===== src/rtl/cnn_pkg.sv =====
// Shared widths, address type and sequencer states of the 2-D convolution engine
package cnn_pkg;

  // ============================================================
  // Data and address widths
  // ============================================================
  localparam int ADDR_W     = 16;                  // Memory address width
  localparam int PIX_W      = 8;                   // Pixel, weight and result byte
  localparam int KERNEL_DIM = 4;                   // Kernel side, bytes per row segment
  localparam int ROW_W      = PIX_W * KERNEL_DIM;  // One row segment bus
  localparam int ACC_W      = 32;                  // Accumulator and bias

  // Width of a kernel row index
  localparam int IDX_W = (KERNEL_DIM > 1) ? $clog2(KERNEL_DIM) : 1;

  typedef logic [ADDR_W-1:0] addr_t;

  // ============================================================
  // Sequencer FSM
  // ============================================================
  typedef enum logic [2:0]
  {
    IDLE   = 3'd0,  // Waiting for go
    LOAD   = 3'd1,  // Kernel and bias load, first window fetch overlaps
    FETCH  = 3'd2,  // Window in flight, waiting for its result
    WRITE  = 3'd3,  // Result byte write handshake
    FINISH = 3'd4   // Done pulse cycle
  } cnn_state_t;

endpackage


===== src/rtl/cnn_window_fetch.sv =====
// Picture window fetcher, reads the row segments of one window and hands them out in order
module cnn_window_fetch #(
  parameter int PIC_COLS = 8
) (
  input  logic                          clk,
  input  logic                          rst_n,
  input  logic                          win_start,
  input  cnn_pkg::addr_t                win_base,
  input  logic                          kernel_ready,
  output logic                          pic_req,
  output cnn_pkg::addr_t                pic_addr,
  input  logic                          pic_ack,
  input  logic [cnn_pkg::ROW_W-1:0]     pic_data,
  output logic                          row_valid,
  output logic [cnn_pkg::ROW_W-1:0]     pic_row,
  output logic [cnn_pkg::IDX_W-1:0]     row_idx
);

  localparam cnn_pkg::addr_t ROW_STRIDE = cnn_pkg::addr_t'(PIC_COLS);
  localparam logic [cnn_pkg::IDX_W-1:0] LAST_ROW = cnn_pkg::IDX_W'(cnn_pkg::KERNEL_DIM - 1);

  logic                        rd_active;   // Window rows still to read
  logic [cnn_pkg::IDX_W-1:0]   rd_idx;      // Row being read
  cnn_pkg::addr_t              row_addr;    // Address of the row being read
  logic                        buf_full;
  logic [cnn_pkg::ROW_W-1:0]   buf_row;
  logic [cnn_pkg::IDX_W-1:0]   buf_idx;

  assign pic_addr = row_addr;

  // ============================================================
  // Row reads, four-phase handshake
  // ============================================================
  always_ff @(posedge clk or negedge rst_n)
  begin
    if (!rst_n)
    begin
      rd_active <= 1'b0;
      rd_idx    <= '0;
      pic_req   <= 1'b0;
    end
    else if (win_start)
    begin
      rd_active <= 1'b1;
      rd_idx    <= '0;
    end
    else if (pic_req && pic_ack)
    begin
      pic_req <= 1'b0;            // Drop req once ack is seen
      rd_idx  <= rd_idx + 1'b1;
      if (rd_idx == LAST_ROW)
        rd_active <= 1'b0;
    end
    else if (rd_active && !pic_req && !pic_ack && !buf_full)
    begin
      pic_req <= 1'b1;            // Ack seen low and buffer free
    end
  end

  // Next row sits one picture row further down
  always_ff @(posedge clk)
  begin
    if (win_start)
      row_addr <= win_base;
    else if (pic_req && pic_ack)
      row_addr <= row_addr + ROW_STRIDE;
  end

  // ============================================================
  // One-entry row buffer, released once the kernel is loaded
  // ============================================================
  always_ff @(posedge clk or negedge rst_n)
  begin
    if (!rst_n)
    begin
      buf_full  <= 1'b0;
      row_valid <= 1'b0;
    end
    else
    begin
      row_valid <= buf_full && kernel_ready;
      if (pic_req && pic_ack)
        buf_full <= 1'b1;
      else if (buf_full && kernel_ready)
        buf_full <= 1'b0;
    end
  end

  always_ff @(posedge clk)
  begin
    if (pic_req && pic_ack)
    begin
      buf_row <= pic_data;
      buf_idx <= rd_idx;
    end
    if (buf_full && kernel_ready)
    begin
      pic_row <= buf_row;
      row_idx <= buf_idx;
    end
  end

endmodule


===== src/rtl/cnn_kernel_load.sv =====
// Kernel loader, fetches the weight rows and the bias once per job and serves them by row index
module cnn_kernel_load (
  input  logic                          clk,
  input  logic                          rst_n,
  input  logic                          job_start,
  input  cnn_pkg::addr_t                addr_w,
  input  cnn_pkg::addr_t                addr_bias,
  output logic                          wgt_req,
  output cnn_pkg::addr_t                wgt_addr,
  output logic                          bias_req,
  output cnn_pkg::addr_t                bias_addr,
  input  logic                          wgt_ack,
  input  logic [cnn_pkg::ROW_W-1:0]     wgt_data,
  input  logic                          bias_ack,
  input  logic [cnn_pkg::ACC_W-1:0]     bias_data,
  input  logic [cnn_pkg::IDX_W-1:0]     row_idx,
  output logic                          kernel_ready,
  output logic [cnn_pkg::ROW_W-1:0]     kernel_row,
  output logic [cnn_pkg::ACC_W-1:0]     bias_val
);

  localparam cnn_pkg::addr_t WGT_STRIDE = cnn_pkg::addr_t'(cnn_pkg::KERNEL_DIM);
  localparam logic [cnn_pkg::IDX_W-1:0] LAST_ROW = cnn_pkg::IDX_W'(cnn_pkg::KERNEL_DIM - 1);

  logic [cnn_pkg::ROW_W-1:0]  kern_mem [cnn_pkg::KERNEL_DIM];
  logic [cnn_pkg::ACC_W-1:0]  bias_r;
  logic [cnn_pkg::IDX_W-1:0]  wgt_cnt;       // Weight row being read
  logic                       wgt_busy;
  logic                       bias_busy;
  logic                       load_active;

  assign kernel_row = kern_mem[row_idx];
  assign bias_val   = bias_r;

  // ============================================================
  // Weight and bias reads run side by side
  // ============================================================
  always_ff @(posedge clk or negedge rst_n)
  begin
    if (!rst_n)
    begin
      wgt_req      <= 1'b0;
      bias_req     <= 1'b0;
      wgt_busy     <= 1'b0;
      bias_busy    <= 1'b0;
      wgt_cnt      <= '0;
      load_active  <= 1'b0;
      kernel_ready <= 1'b0;
    end
    else if (job_start)
    begin
      wgt_busy     <= 1'b1;
      bias_busy    <= 1'b1;
      wgt_cnt      <= '0;
      load_active  <= 1'b1;
      kernel_ready <= 1'b0;
    end
    else
    begin
      if (wgt_req && wgt_ack)
      begin
        wgt_req <= 1'b0;
        wgt_cnt <= wgt_cnt + 1'b1;
        if (wgt_cnt == LAST_ROW)
          wgt_busy <= 1'b0;
      end
      else if (wgt_busy && !wgt_req && !wgt_ack)
        wgt_req <= 1'b1;

      if (bias_req && bias_ack)
      begin
        bias_req  <= 1'b0;
        bias_busy <= 1'b0;
      end
      else if (bias_busy && !bias_req && !bias_ack)
        bias_req <= 1'b1;

      if (load_active && !wgt_busy && !bias_busy)
      begin
        load_active  <= 1'b0;
        kernel_ready <= 1'b1;   // Held until the next job
      end
    end
  end

  // Storage and read addresses
  always_ff @(posedge clk)
  begin
    if (job_start)
    begin
      wgt_addr  <= addr_w;
      bias_addr <= addr_bias;
    end
    else if (wgt_req && wgt_ack)
      wgt_addr <= wgt_addr + WGT_STRIDE;
    if (wgt_req && wgt_ack)
      kern_mem[wgt_cnt] <= wgt_data;
    if (bias_req && bias_ack)
      bias_r <= bias_data;
  end

endmodule


===== src/rtl/cnn_mac_activate.sv =====
// Row dot products, window accumulation, bias add and saturating byte activation
module cnn_mac_activate (
  input  logic                          clk,
  input  logic                          rst_n,
  input  logic                          row_valid,
  input  logic [cnn_pkg::ROW_W-1:0]     pic_row,
  input  logic [cnn_pkg::IDX_W-1:0]     row_idx,
  input  logic [cnn_pkg::ROW_W-1:0]     kernel_row,
  input  logic [cnn_pkg::ACC_W-1:0]     bias_val,
  output logic                          result_valid,
  output logic [cnn_pkg::PIX_W-1:0]     result
);

  localparam int PIX_W = cnn_pkg::PIX_W;
  localparam logic [cnn_pkg::IDX_W-1:0] LAST_ROW = cnn_pkg::IDX_W'(cnn_pkg::KERNEL_DIM - 1);

  logic signed [cnn_pkg::ACC_W-1:0] acc;
  logic signed [cnn_pkg::ACC_W-1:0] row_sum;
  logic signed [cnn_pkg::ACC_W-1:0] acc_next;
  logic signed [cnn_pkg::ACC_W-1:0] total;
  logic        [PIX_W-1:0]          act;

  // Unsigned pixel times signed weight, summed over the row
  always_comb
  begin
    logic signed [2*PIX_W:0] prod;
    row_sum = '0;
    for (int j = 0; j < cnn_pkg::KERNEL_DIM; j++)
    begin
      prod    = $signed({1'b0, pic_row[j*PIX_W +: PIX_W]}) *
                $signed(kernel_row[j*PIX_W +: PIX_W]);
      row_sum = row_sum + prod;
    end
  end

  assign acc_next = (row_idx == '0) ? row_sum : acc + row_sum;  // Row 0 starts a new window
  assign total    = acc_next + $signed(bias_val);

  // Clamp to the byte range
  always_comb
  begin
    if (total < 0)
      act = '0;
    else if (total > 255)
      act = '1;
    else
      act = total[PIX_W-1:0];
  end

  always_ff @(posedge clk)
  begin
    if (row_valid)
      acc <= acc_next;
    if (row_valid && row_idx == LAST_ROW)
      result <= act;
  end

  always_ff @(posedge clk or negedge rst_n)
  begin
    if (!rst_n)
      result_valid <= 1'b0;
    else
      result_valid <= row_valid && (row_idx == LAST_ROW);
  end

endmodule


===== src/rtl/cnn_sequencer.sv =====
// Job sequencer, steps the windows, writes each result byte and reports busy and done
module cnn_sequencer #(
  parameter int PIC_ROWS = 8,
  parameter int PIC_COLS = 8
) (
  input  logic                          clk,
  input  logic                          rst_n,
  input  logic                          go,
  input  cnn_pkg::addr_t                addr_x,
  input  cnn_pkg::addr_t                addr_w,
  input  cnn_pkg::addr_t                addr_bias,
  input  cnn_pkg::addr_t                addr_z,
  output logic                          job_start,
  output cnn_pkg::addr_t                job_addr_w,
  output cnn_pkg::addr_t                job_addr_bias,
  output logic                          win_start,
  output cnn_pkg::addr_t                win_base,
  input  logic                          kernel_ready,
  input  logic                          result_valid,
  input  logic [cnn_pkg::PIX_W-1:0]     result,
  output logic                          wr_req,
  output cnn_pkg::addr_t                wr_addr,
  output logic [cnn_pkg::PIX_W-1:0]     wr_data,
  input  logic                          wr_ack,
  output logic                          busy,
  output logic                          done
);

  localparam int OUT_ROWS = PIC_ROWS - cnn_pkg::KERNEL_DIM + 1;
  localparam int OUT_COLS = PIC_COLS - cnn_pkg::KERNEL_DIM + 1;
  localparam int R_W      = $clog2(PIC_ROWS + 1);
  localparam int C_W      = $clog2(PIC_COLS + 1);
  localparam cnn_pkg::addr_t ROW_STRIDE = cnn_pkg::addr_t'(PIC_COLS);

  cnn_pkg::cnn_state_t state;
  logic [R_W-1:0]      win_r;
  logic [C_W-1:0]      win_c;
  cnn_pkg::addr_t      row_base;   // Top-left pixel of the current window row
  logic                go_ok;
  logic                last_col;
  logic                last_win;
  logic                wr_end;

  assign go_ok    = go && !busy;
  assign last_col = (win_c == C_W'(OUT_COLS - 1));
  assign last_win = last_col && (win_r == R_W'(OUT_ROWS - 1));
  assign wr_end   = !wr_req && !wr_ack;  // Handshake over once ack is low again

  always_ff @(posedge clk or negedge rst_n)
  begin
    if (!rst_n)
    begin
      state     <= cnn_pkg::IDLE;
      busy      <= 1'b0;
      done      <= 1'b0;
      job_start <= 1'b0;
      win_start <= 1'b0;
      wr_req    <= 1'b0;
      win_r     <= '0;
      win_c     <= '0;
    end
    else
    begin
      job_start <= 1'b0;
      win_start <= 1'b0;
      done      <= 1'b0;
      case (state)
        cnn_pkg::IDLE, cnn_pkg::FINISH:
        begin
          state <= cnn_pkg::IDLE;
          if (go_ok)
          begin
            busy      <= 1'b1;
            job_start <= 1'b1;
            win_start <= 1'b1;   // First window overlaps the kernel load
            win_r     <= '0;
            win_c     <= '0;
            state     <= cnn_pkg::LOAD;
          end
        end

        cnn_pkg::LOAD:
        begin
          // Stale kernel_ready is still up while job_start is
          if (!job_start && kernel_ready)
            state <= cnn_pkg::FETCH;
        end

        cnn_pkg::FETCH:
        begin
          if (result_valid)
          begin
            wr_req <= 1'b1;
            state  <= cnn_pkg::WRITE;
          end
        end

        cnn_pkg::WRITE:
        begin
          if (wr_req && wr_ack)
            wr_req <= 1'b0;
          else if (wr_end)
          begin
            if (last_win)
            begin
              busy  <= 1'b0;
              done  <= 1'b1;
              state <= cnn_pkg::FINISH;
            end
            else
            begin
              win_start <= 1'b1;
              state     <= cnn_pkg::FETCH;
              if (last_col)
              begin
                win_c <= '0;
                win_r <= win_r + 1'b1;
              end
              else
                win_c <= win_c + 1'b1;
            end
          end
        end

        default: state <= cnn_pkg::IDLE;
      endcase
    end
  end

  // ============================================================
  // Job addresses, window bases and write payload
  // ============================================================
  always_ff @(posedge clk)
  begin
    if ((state == cnn_pkg::IDLE || state == cnn_pkg::FINISH) && go_ok)
    begin
      job_addr_w    <= addr_w;
      job_addr_bias <= addr_bias;
      win_base      <= addr_x;
      row_base      <= addr_x;
      wr_addr       <= addr_z;
    end
    else if (state == cnn_pkg::WRITE && wr_end && !last_win)
    begin
      wr_addr <= wr_addr + 1'b1;   // Results are packed row-major
      if (last_col)
      begin
        row_base <= row_base + ROW_STRIDE;
        win_base <= row_base + ROW_STRIDE;
      end
      else
        win_base <= win_base + 1'b1;
    end
    if (state == cnn_pkg::FETCH && result_valid)
      wr_data <= result;
  end

endmodule


===== src/rtl/cnn_top.sv =====
// Convolution engine top level, wires sequencer, fetcher, kernel loader and accumulator
module cnn_top #(
  parameter int PIC_ROWS = 8,
  parameter int PIC_COLS = 8
) (
  input  logic                          clk,
  input  logic                          rst_n,
  // Software interface
  input  logic                          go,
  input  cnn_pkg::addr_t                addr_x,
  input  cnn_pkg::addr_t                addr_w,
  input  cnn_pkg::addr_t                addr_bias,
  input  cnn_pkg::addr_t                addr_z,
  output logic                          busy,
  output logic                          done,
  // Memory ports
  output logic                          pic_req,
  output cnn_pkg::addr_t                pic_addr,
  input  logic                          pic_ack,
  input  logic [cnn_pkg::ROW_W-1:0]     pic_data,
  output logic                          wgt_req,
  output cnn_pkg::addr_t                wgt_addr,
  input  logic                          wgt_ack,
  input  logic [cnn_pkg::ROW_W-1:0]     wgt_data,
  output logic                          bias_req,
  output cnn_pkg::addr_t                bias_addr,
  input  logic                          bias_ack,
  input  logic [cnn_pkg::ACC_W-1:0]     bias_data,
  output logic                          wr_req,
  output cnn_pkg::addr_t                wr_addr,
  output logic [cnn_pkg::PIX_W-1:0]     wr_data,
  input  logic                          wr_ack
);

  logic                        job_start;
  cnn_pkg::addr_t              job_addr_w;
  cnn_pkg::addr_t              job_addr_bias;
  logic                        win_start;
  cnn_pkg::addr_t              win_base;
  logic                        kernel_ready;
  logic [cnn_pkg::ROW_W-1:0]   kernel_row;
  logic [cnn_pkg::ACC_W-1:0]   bias_val;
  logic                        row_valid;
  logic [cnn_pkg::ROW_W-1:0]   pic_row;
  logic [cnn_pkg::IDX_W-1:0]   row_idx;
  logic                        result_valid;
  logic [cnn_pkg::PIX_W-1:0]   result;

  cnn_sequencer #(.PIC_ROWS(PIC_ROWS), .PIC_COLS(PIC_COLS)) cnn_sequencer_i (
    .clk, .rst_n, .go, .addr_x, .addr_w, .addr_bias, .addr_z,
    .job_start, .job_addr_w, .job_addr_bias, .win_start, .win_base,
    .kernel_ready, .result_valid, .result,
    .wr_req, .wr_addr, .wr_data, .wr_ack, .busy, .done
  );

  cnn_window_fetch #(.PIC_COLS(PIC_COLS)) cnn_window_fetch_i (
    .clk, .rst_n, .win_start, .win_base, .kernel_ready,
    .pic_req, .pic_addr, .pic_ack, .pic_data,
    .row_valid, .pic_row, .row_idx
  );

  // Kernel rows are picked by the row the fetcher is handing out
  cnn_kernel_load cnn_kernel_load_i (
    .clk, .rst_n, .job_start,
    .addr_w    (job_addr_w),
    .addr_bias (job_addr_bias),
    .wgt_req, .wgt_addr, .bias_req, .bias_addr,
    .wgt_ack, .wgt_data, .bias_ack, .bias_data,
    .row_idx, .kernel_ready, .kernel_row, .bias_val
  );

  cnn_mac_activate cnn_mac_activate_i (
    .clk, .rst_n, .row_valid, .pic_row, .row_idx, .kernel_row, .bias_val,
    .result_valid, .result
  );

endmodule


===== config.mk =====
export PLATFORM = sky130hd
export DESIGN_NAME = cnn_top
export DESIGN_NICKNAME = d
export VERILOG_FILES = /design/src/rtl/cnn_pkg.sv /design/src/rtl/cnn_window_fetch.sv /design/src/rtl/cnn_kernel_load.sv /design/src/rtl/cnn_mac_activate.sv /design/src/rtl/cnn_sequencer.sv /design/src/rtl/cnn_top.sv
export SDC_FILE = /design/constraint.sdc
export NUM_CORES = 1
export LEC_CHECK = 0
export BUFFER_PORTS_ARGS = -buffer_cell sky130_fd_sc_hd__buf_2
export CAP_MARGIN = 25
export CORE_MARGIN = 8
export CORE_UTILIZATION = 25
export DETAILED_ROUTE_END_ITERATION = 12
export PLACE_DENSITY_LB_ADDON = 0.05
export SETUP_SLACK_MARGIN = 0.02
export SYNTH_ARGS = -nofsm -noshare
export SYNTH_HDL_FRONTEND = slang
export SYNTH_HIERARCHICAL = 1
export SYNTH_SLANG_ARGS = --single-unit

===== constraint.sdc =====
create_clock -name clk -period 15.45 [get_ports clk]
set_input_delay 0.7725 -clock clk [delete_from_list [all_inputs] [get_ports clk]]
set_output_delay 0.7725 -clock clk [all_outputs]
set_load 0.02 [all_outputs]

==> impl_metrics.env <==
export IMPL_slew_headroom_pct=35.0
export IMPL_r2r_start="cnn_window_fetch_i/row_idx[1]"
export IMPL_routedWlPerCell_um=19.6
export IMPL_ys_seq_elements=435
export IMPL_die_w_um=363
export IMPL_wl_um=88800
export IMPL_synth_warnings=6
export IMPL_synth_edff_count=404
export IMPL_hold_path_class="in -> async"
export IMPL_synthAdderAreaFrac_pct=25.2
export IMPL_grt_pass1_vias=21500
export IMPL_finalMaxSlewViolations=0
export IMPL_outcome="completed"
export IMPL_synth_cell_types=87
export IMPL_antenna_found_initial=17
export IMPL_vias=20000
export IMPL_crit_type="reg -> reg"
export IMPL_cts_resized=0
export IMPL_yosys_mux_area_fraction_pct=3.04
export IMPL_r2r_end="cnn_mac_activate_i/result[1]"
export IMPL_io_buffers=244
export IMPL_drive_gt1_share_pct=15.3
export IMPL_cp_max_fo=18
export IMPL_postRouteAntennaNets=0
export IMPL_rsz0062_at_grt="false"
export IMPL_tightest_slew_ns=0.975
export IMPL_holdBufCountCts=0
export IMPL_synth_nets=3221
export IMPL_yosys_top_cells_area="edfxtp_1 (40%), fa_1 (16%), ha_1 (9.5%)"
export IMPL_synth_xor_area_share_pct=3.48
export IMPL_setup_violations=0
export IMPL_drcViolationCount=0
export IMPL_ys_async_sr_fraction_pct=7.13
export IMPL_synth_cells=2588
export IMPL_crit_required_ns=15.84
export IMPL_clk_latency_ns=0.67
export IMPL_synth_compound_area_share_pct=7.55
export IMPL_slowest_delay_ns=0.82
export IMPL_routabilityCongestion=0.813
export IMPL_htree_levels=2
export IMPL_max_cap_violations=0
export IMPL_grt_usage_pct=13.3
export IMPL_ys_seq_area_share_pct=42.8
export IMPL_ys_flop_type="edfxtp_1"
export IMPL_cts_buffers=57
export IMPL_fmax_mhz=70.4
export IMPL_die_y_um=363
export IMPL_firstDrtPassIters=5
export IMPL_n_fill_cell=12500
export IMPL_cpMaxStageDelayCell="edfxtp_1"
export IMPL_fin_crit_ns=14.21
export IMPL_cts_tree="done"
export IMPL_synth_top_cell_area_share_pct=40.2
export IMPL_grt_max_degree=65
export IMPL_cts_buffer_depth=3
export IMPL_crit_path_start_kind="flip-flop"
export IMPL_yosysTopAreaCell="edfxtp_1"
export IMPL_dieArea_um2=132000
export IMPL_hold_viol=0
export IMPL_arrival_ns=14.59
export IMPL_fin_skew_ns=0.0470
export IMPL_final_nets=3500
export IMPL_drt_iter0_markers=1063
export IMPL_synth_top_family_by_area="adder cells"
export IMPL_fin_crit_sh_pct=91.9
export IMPL_via_per_inst=4.41
export IMPL_synth_simple_area_share_pct=12.5
export IMPL_finalSetupTns_ns=0
export IMPL_overflow=0
export IMPL_clock_sinks=435
export IMPL_r2r_slack_ns=1.24
export IMPL_start_util_pct=25.2
export IMPL_place_hpwl_um=69800
export IMPL_path_clk_slew_ns=0.06
export IMPL_netlist_area_um2=30200
export IMPL_cts_root_buf="clkbuf_16"
export IMPL_r2r_cells=47
export IMPL_syn_area_per_cell_um2=11.7
export IMPL_grt_pass1_wl_um=135000
export IMPL_cpMostUsedCell="fa_1"
export IMPL_pin_count=245
export IMPL_core_um2=120000
export IMPL_flow_area_growth_from_synthesis_pct=17.2
export IMPL_crit_path_end_kind="flip-flop"
export IMPL_cts_setup_buffers=0
export IMPL_rows=127
## registers in the layout (all words and copies together) (netlist names), 32 cells and up
signal / count
cnn_mac_activate_i/acc: 32
cnn_window_fetch_i/buf_row: 32
cnn_window_fetch_i/pic_row: 32
cnn_kernel_load_i/bias_val: 32
cnn_kernel_load_i/kern_mem: 128
## metal layers
metal | up-vias | routed length [um] | track usage (%)
li1 | 9481 | - | -
met1 | 10000 | 40700 | 17.8
met2 | 376 | 41500 | 21.9
met3 | 99 | 4820 | 3.21
met4 | 16 | 1610 | 2.72
met5 | - | 119 | 0
## worst max-delay path, delay by kind of cell (launching register included)
kind	cells	cell delay, ns
AO/OA/AOI/OAI	15	3.39
XOR/XNOR	2	0.30
adder cells (fa/ha/maj)	11	5.29
buffers and inverters	6	0.87
flip-flops	1	0.82
multiplexers	2	0.72
AND/OR/NAND/NOR	11	2.58
## placed cells by master (no fill, tap or decap), types with 6 or more instances in the layout
| cell | synthesis | layout |
|---|---|---|
| edfxtp_1 | 404 | 404 |
| inv_1 | 383 | 382 |
| buf_2 | 7 | 244 |
| fa_1 | 236 | 236 |
| ha_1 | 230 | 230 |
| nand2_1 | 222 | 222 |
| and2_1 | 162 | 160 |
| nor2_1 | 124 | 123 |
| a21oi_1 | 103 | 103 |
| o21ai_0 | 97 | 97 |
| xnor2_1 | 76 | 75 |
| clkbuf_16 | 0 | 57 |
| nand3_1 | 52 | 52 |
| xor2_1 | 41 | 41 |
| mux4_2 | 32 | 32 |
| dfrtp_1 | 31 | 30 |
| a21o_1 | 28 | 28 |
| nor3_1 | 24 | 24 |
| nand2b_1 | 22 | 22 |
| nor2b_1 | 19 | 19 |
| a31oi_1 | 18 | 18 |
| and3_1 | 18 | 17 |
| clkinv_2 | 0 | 15 |
| buf_4 | 6 | 14 |
| mux2_2 | 13 | 13 |
| nor4_1 | 13 | 13 |
| o21ai_1 | 11 | 11 |
| nand4_1 | 11 | 11 |
| a211oi_1 | 11 | 11 |
| clkinv_1 | 2 | 10 |
| o21a_1 | 10 | 10 |
| o211ai_1 | 10 | 10 |
| nor4_2 | 8 | 8 |
| o21bai_1 | 8 | 8 |
| clkbuf_1 | 23 | 7 |
| bufinv_16 | 0 | 7 |
| nor3b_1 | 7 | 7 |
| a221oi_1 | 7 | 7 |
| or3_1 | 6 | 6 |
## synth_stat cells, types with 8 or more instances
| cell type | n |
|---|---|
| nand4_1 | 11 |
| nand2_1 | 222 |
| fa_1 | 236 |
| clkbuf_1 | 23 |
| a211oi_1 | 11 |
| nor2b_1 | 19 |
| ha_1 | 230 |
| nand2b_1 | 22 |
| o21a_1 | 10 |
| o21bai_1 | 8 |
| mux2_2 | 13 |
| xor2_1 | 41 |
| nand3_1 | 52 |
| a21o_1 | 28 |
| nor4_1 | 13 |
| mux4_2 | 32 |
| inv_1 | 383 |
| and3_1 | 18 |
| nor2_1 | 124 |
| a21oi_1 | 103 |
| o211ai_1 | 10 |
| o21ai_0 | 97 |
| edfxtp_1 | 404 |
| nor4_2 | 8 |
| dfrtp_1 | 31 |
| xnor2_1 | 76 |
| a31oi_1 | 18 |
| o21ai_1 | 11 |
| nor3_1 | 24 |
| and2_1 | 162 |
## worst max path at each step
stage | from | endpoint | cells past startpoint
after CTS | cnn_window_fetch_i/row_idx[1] | cnn_mac_activate_i/result[1] | 46
after detailed placement | cnn_window_fetch_i/row_idx[1] | cnn_mac_activate_i/result[1] | 46
final | cnn_window_fetch_i/row_idx[1] | cnn_mac_activate_i/result[1] | 47
after global placement | cnn_window_fetch_i/row_idx[1] | cnn_mac_activate_i/result[1] | 46
after floorplan | cnn_window_fetch_i/row_idx[0] | cnn_mac_activate_i/result[1] | 46
after global routing | cnn_window_fetch_i/row_idx[1] | cnn_mac_activate_i/result[1] | 46
## metrics by stage
stage               hold slack [ns]  util, %  area [um^2]  instances  setup slack [ns]
global placement              0.404     27.8        33300       4417              1.34
global route                  0.231     29.5        35400       4529             0.305
CTS                           0.177     29.5        35300       4526              1.07
floorplan                     0.400        -        30200       2588              2.34
finish                        0.205     29.5        35400       4533              1.24
detailed placement            0.405     27.8        33400       4418              1.14
## logic make-up after synthesis
group / Yosys count
fa+ha+maj: 466
flops: 435
buf+inv: 428
xor+xnor: 118
simple gates: 726
compound gates: 365
mux: 50
## final cells by class
class	count	area (um^2)	share of cell area, %
clock inverter	41	459	1.30
antenna	5	12.5	0.0354
clock buffer	67	1490	4.22
inverter	386	1450	4.10
tap	1612	2020	5.70
timing repair buffer	262	1400	3.96
multi-input combinational	1725	15600	44.2
sequential	435	12900	36.5
Power is left out: the tool's default activity adds up to more than one toggle a clock period on the data nets, which glitch-free logic cannot reach.
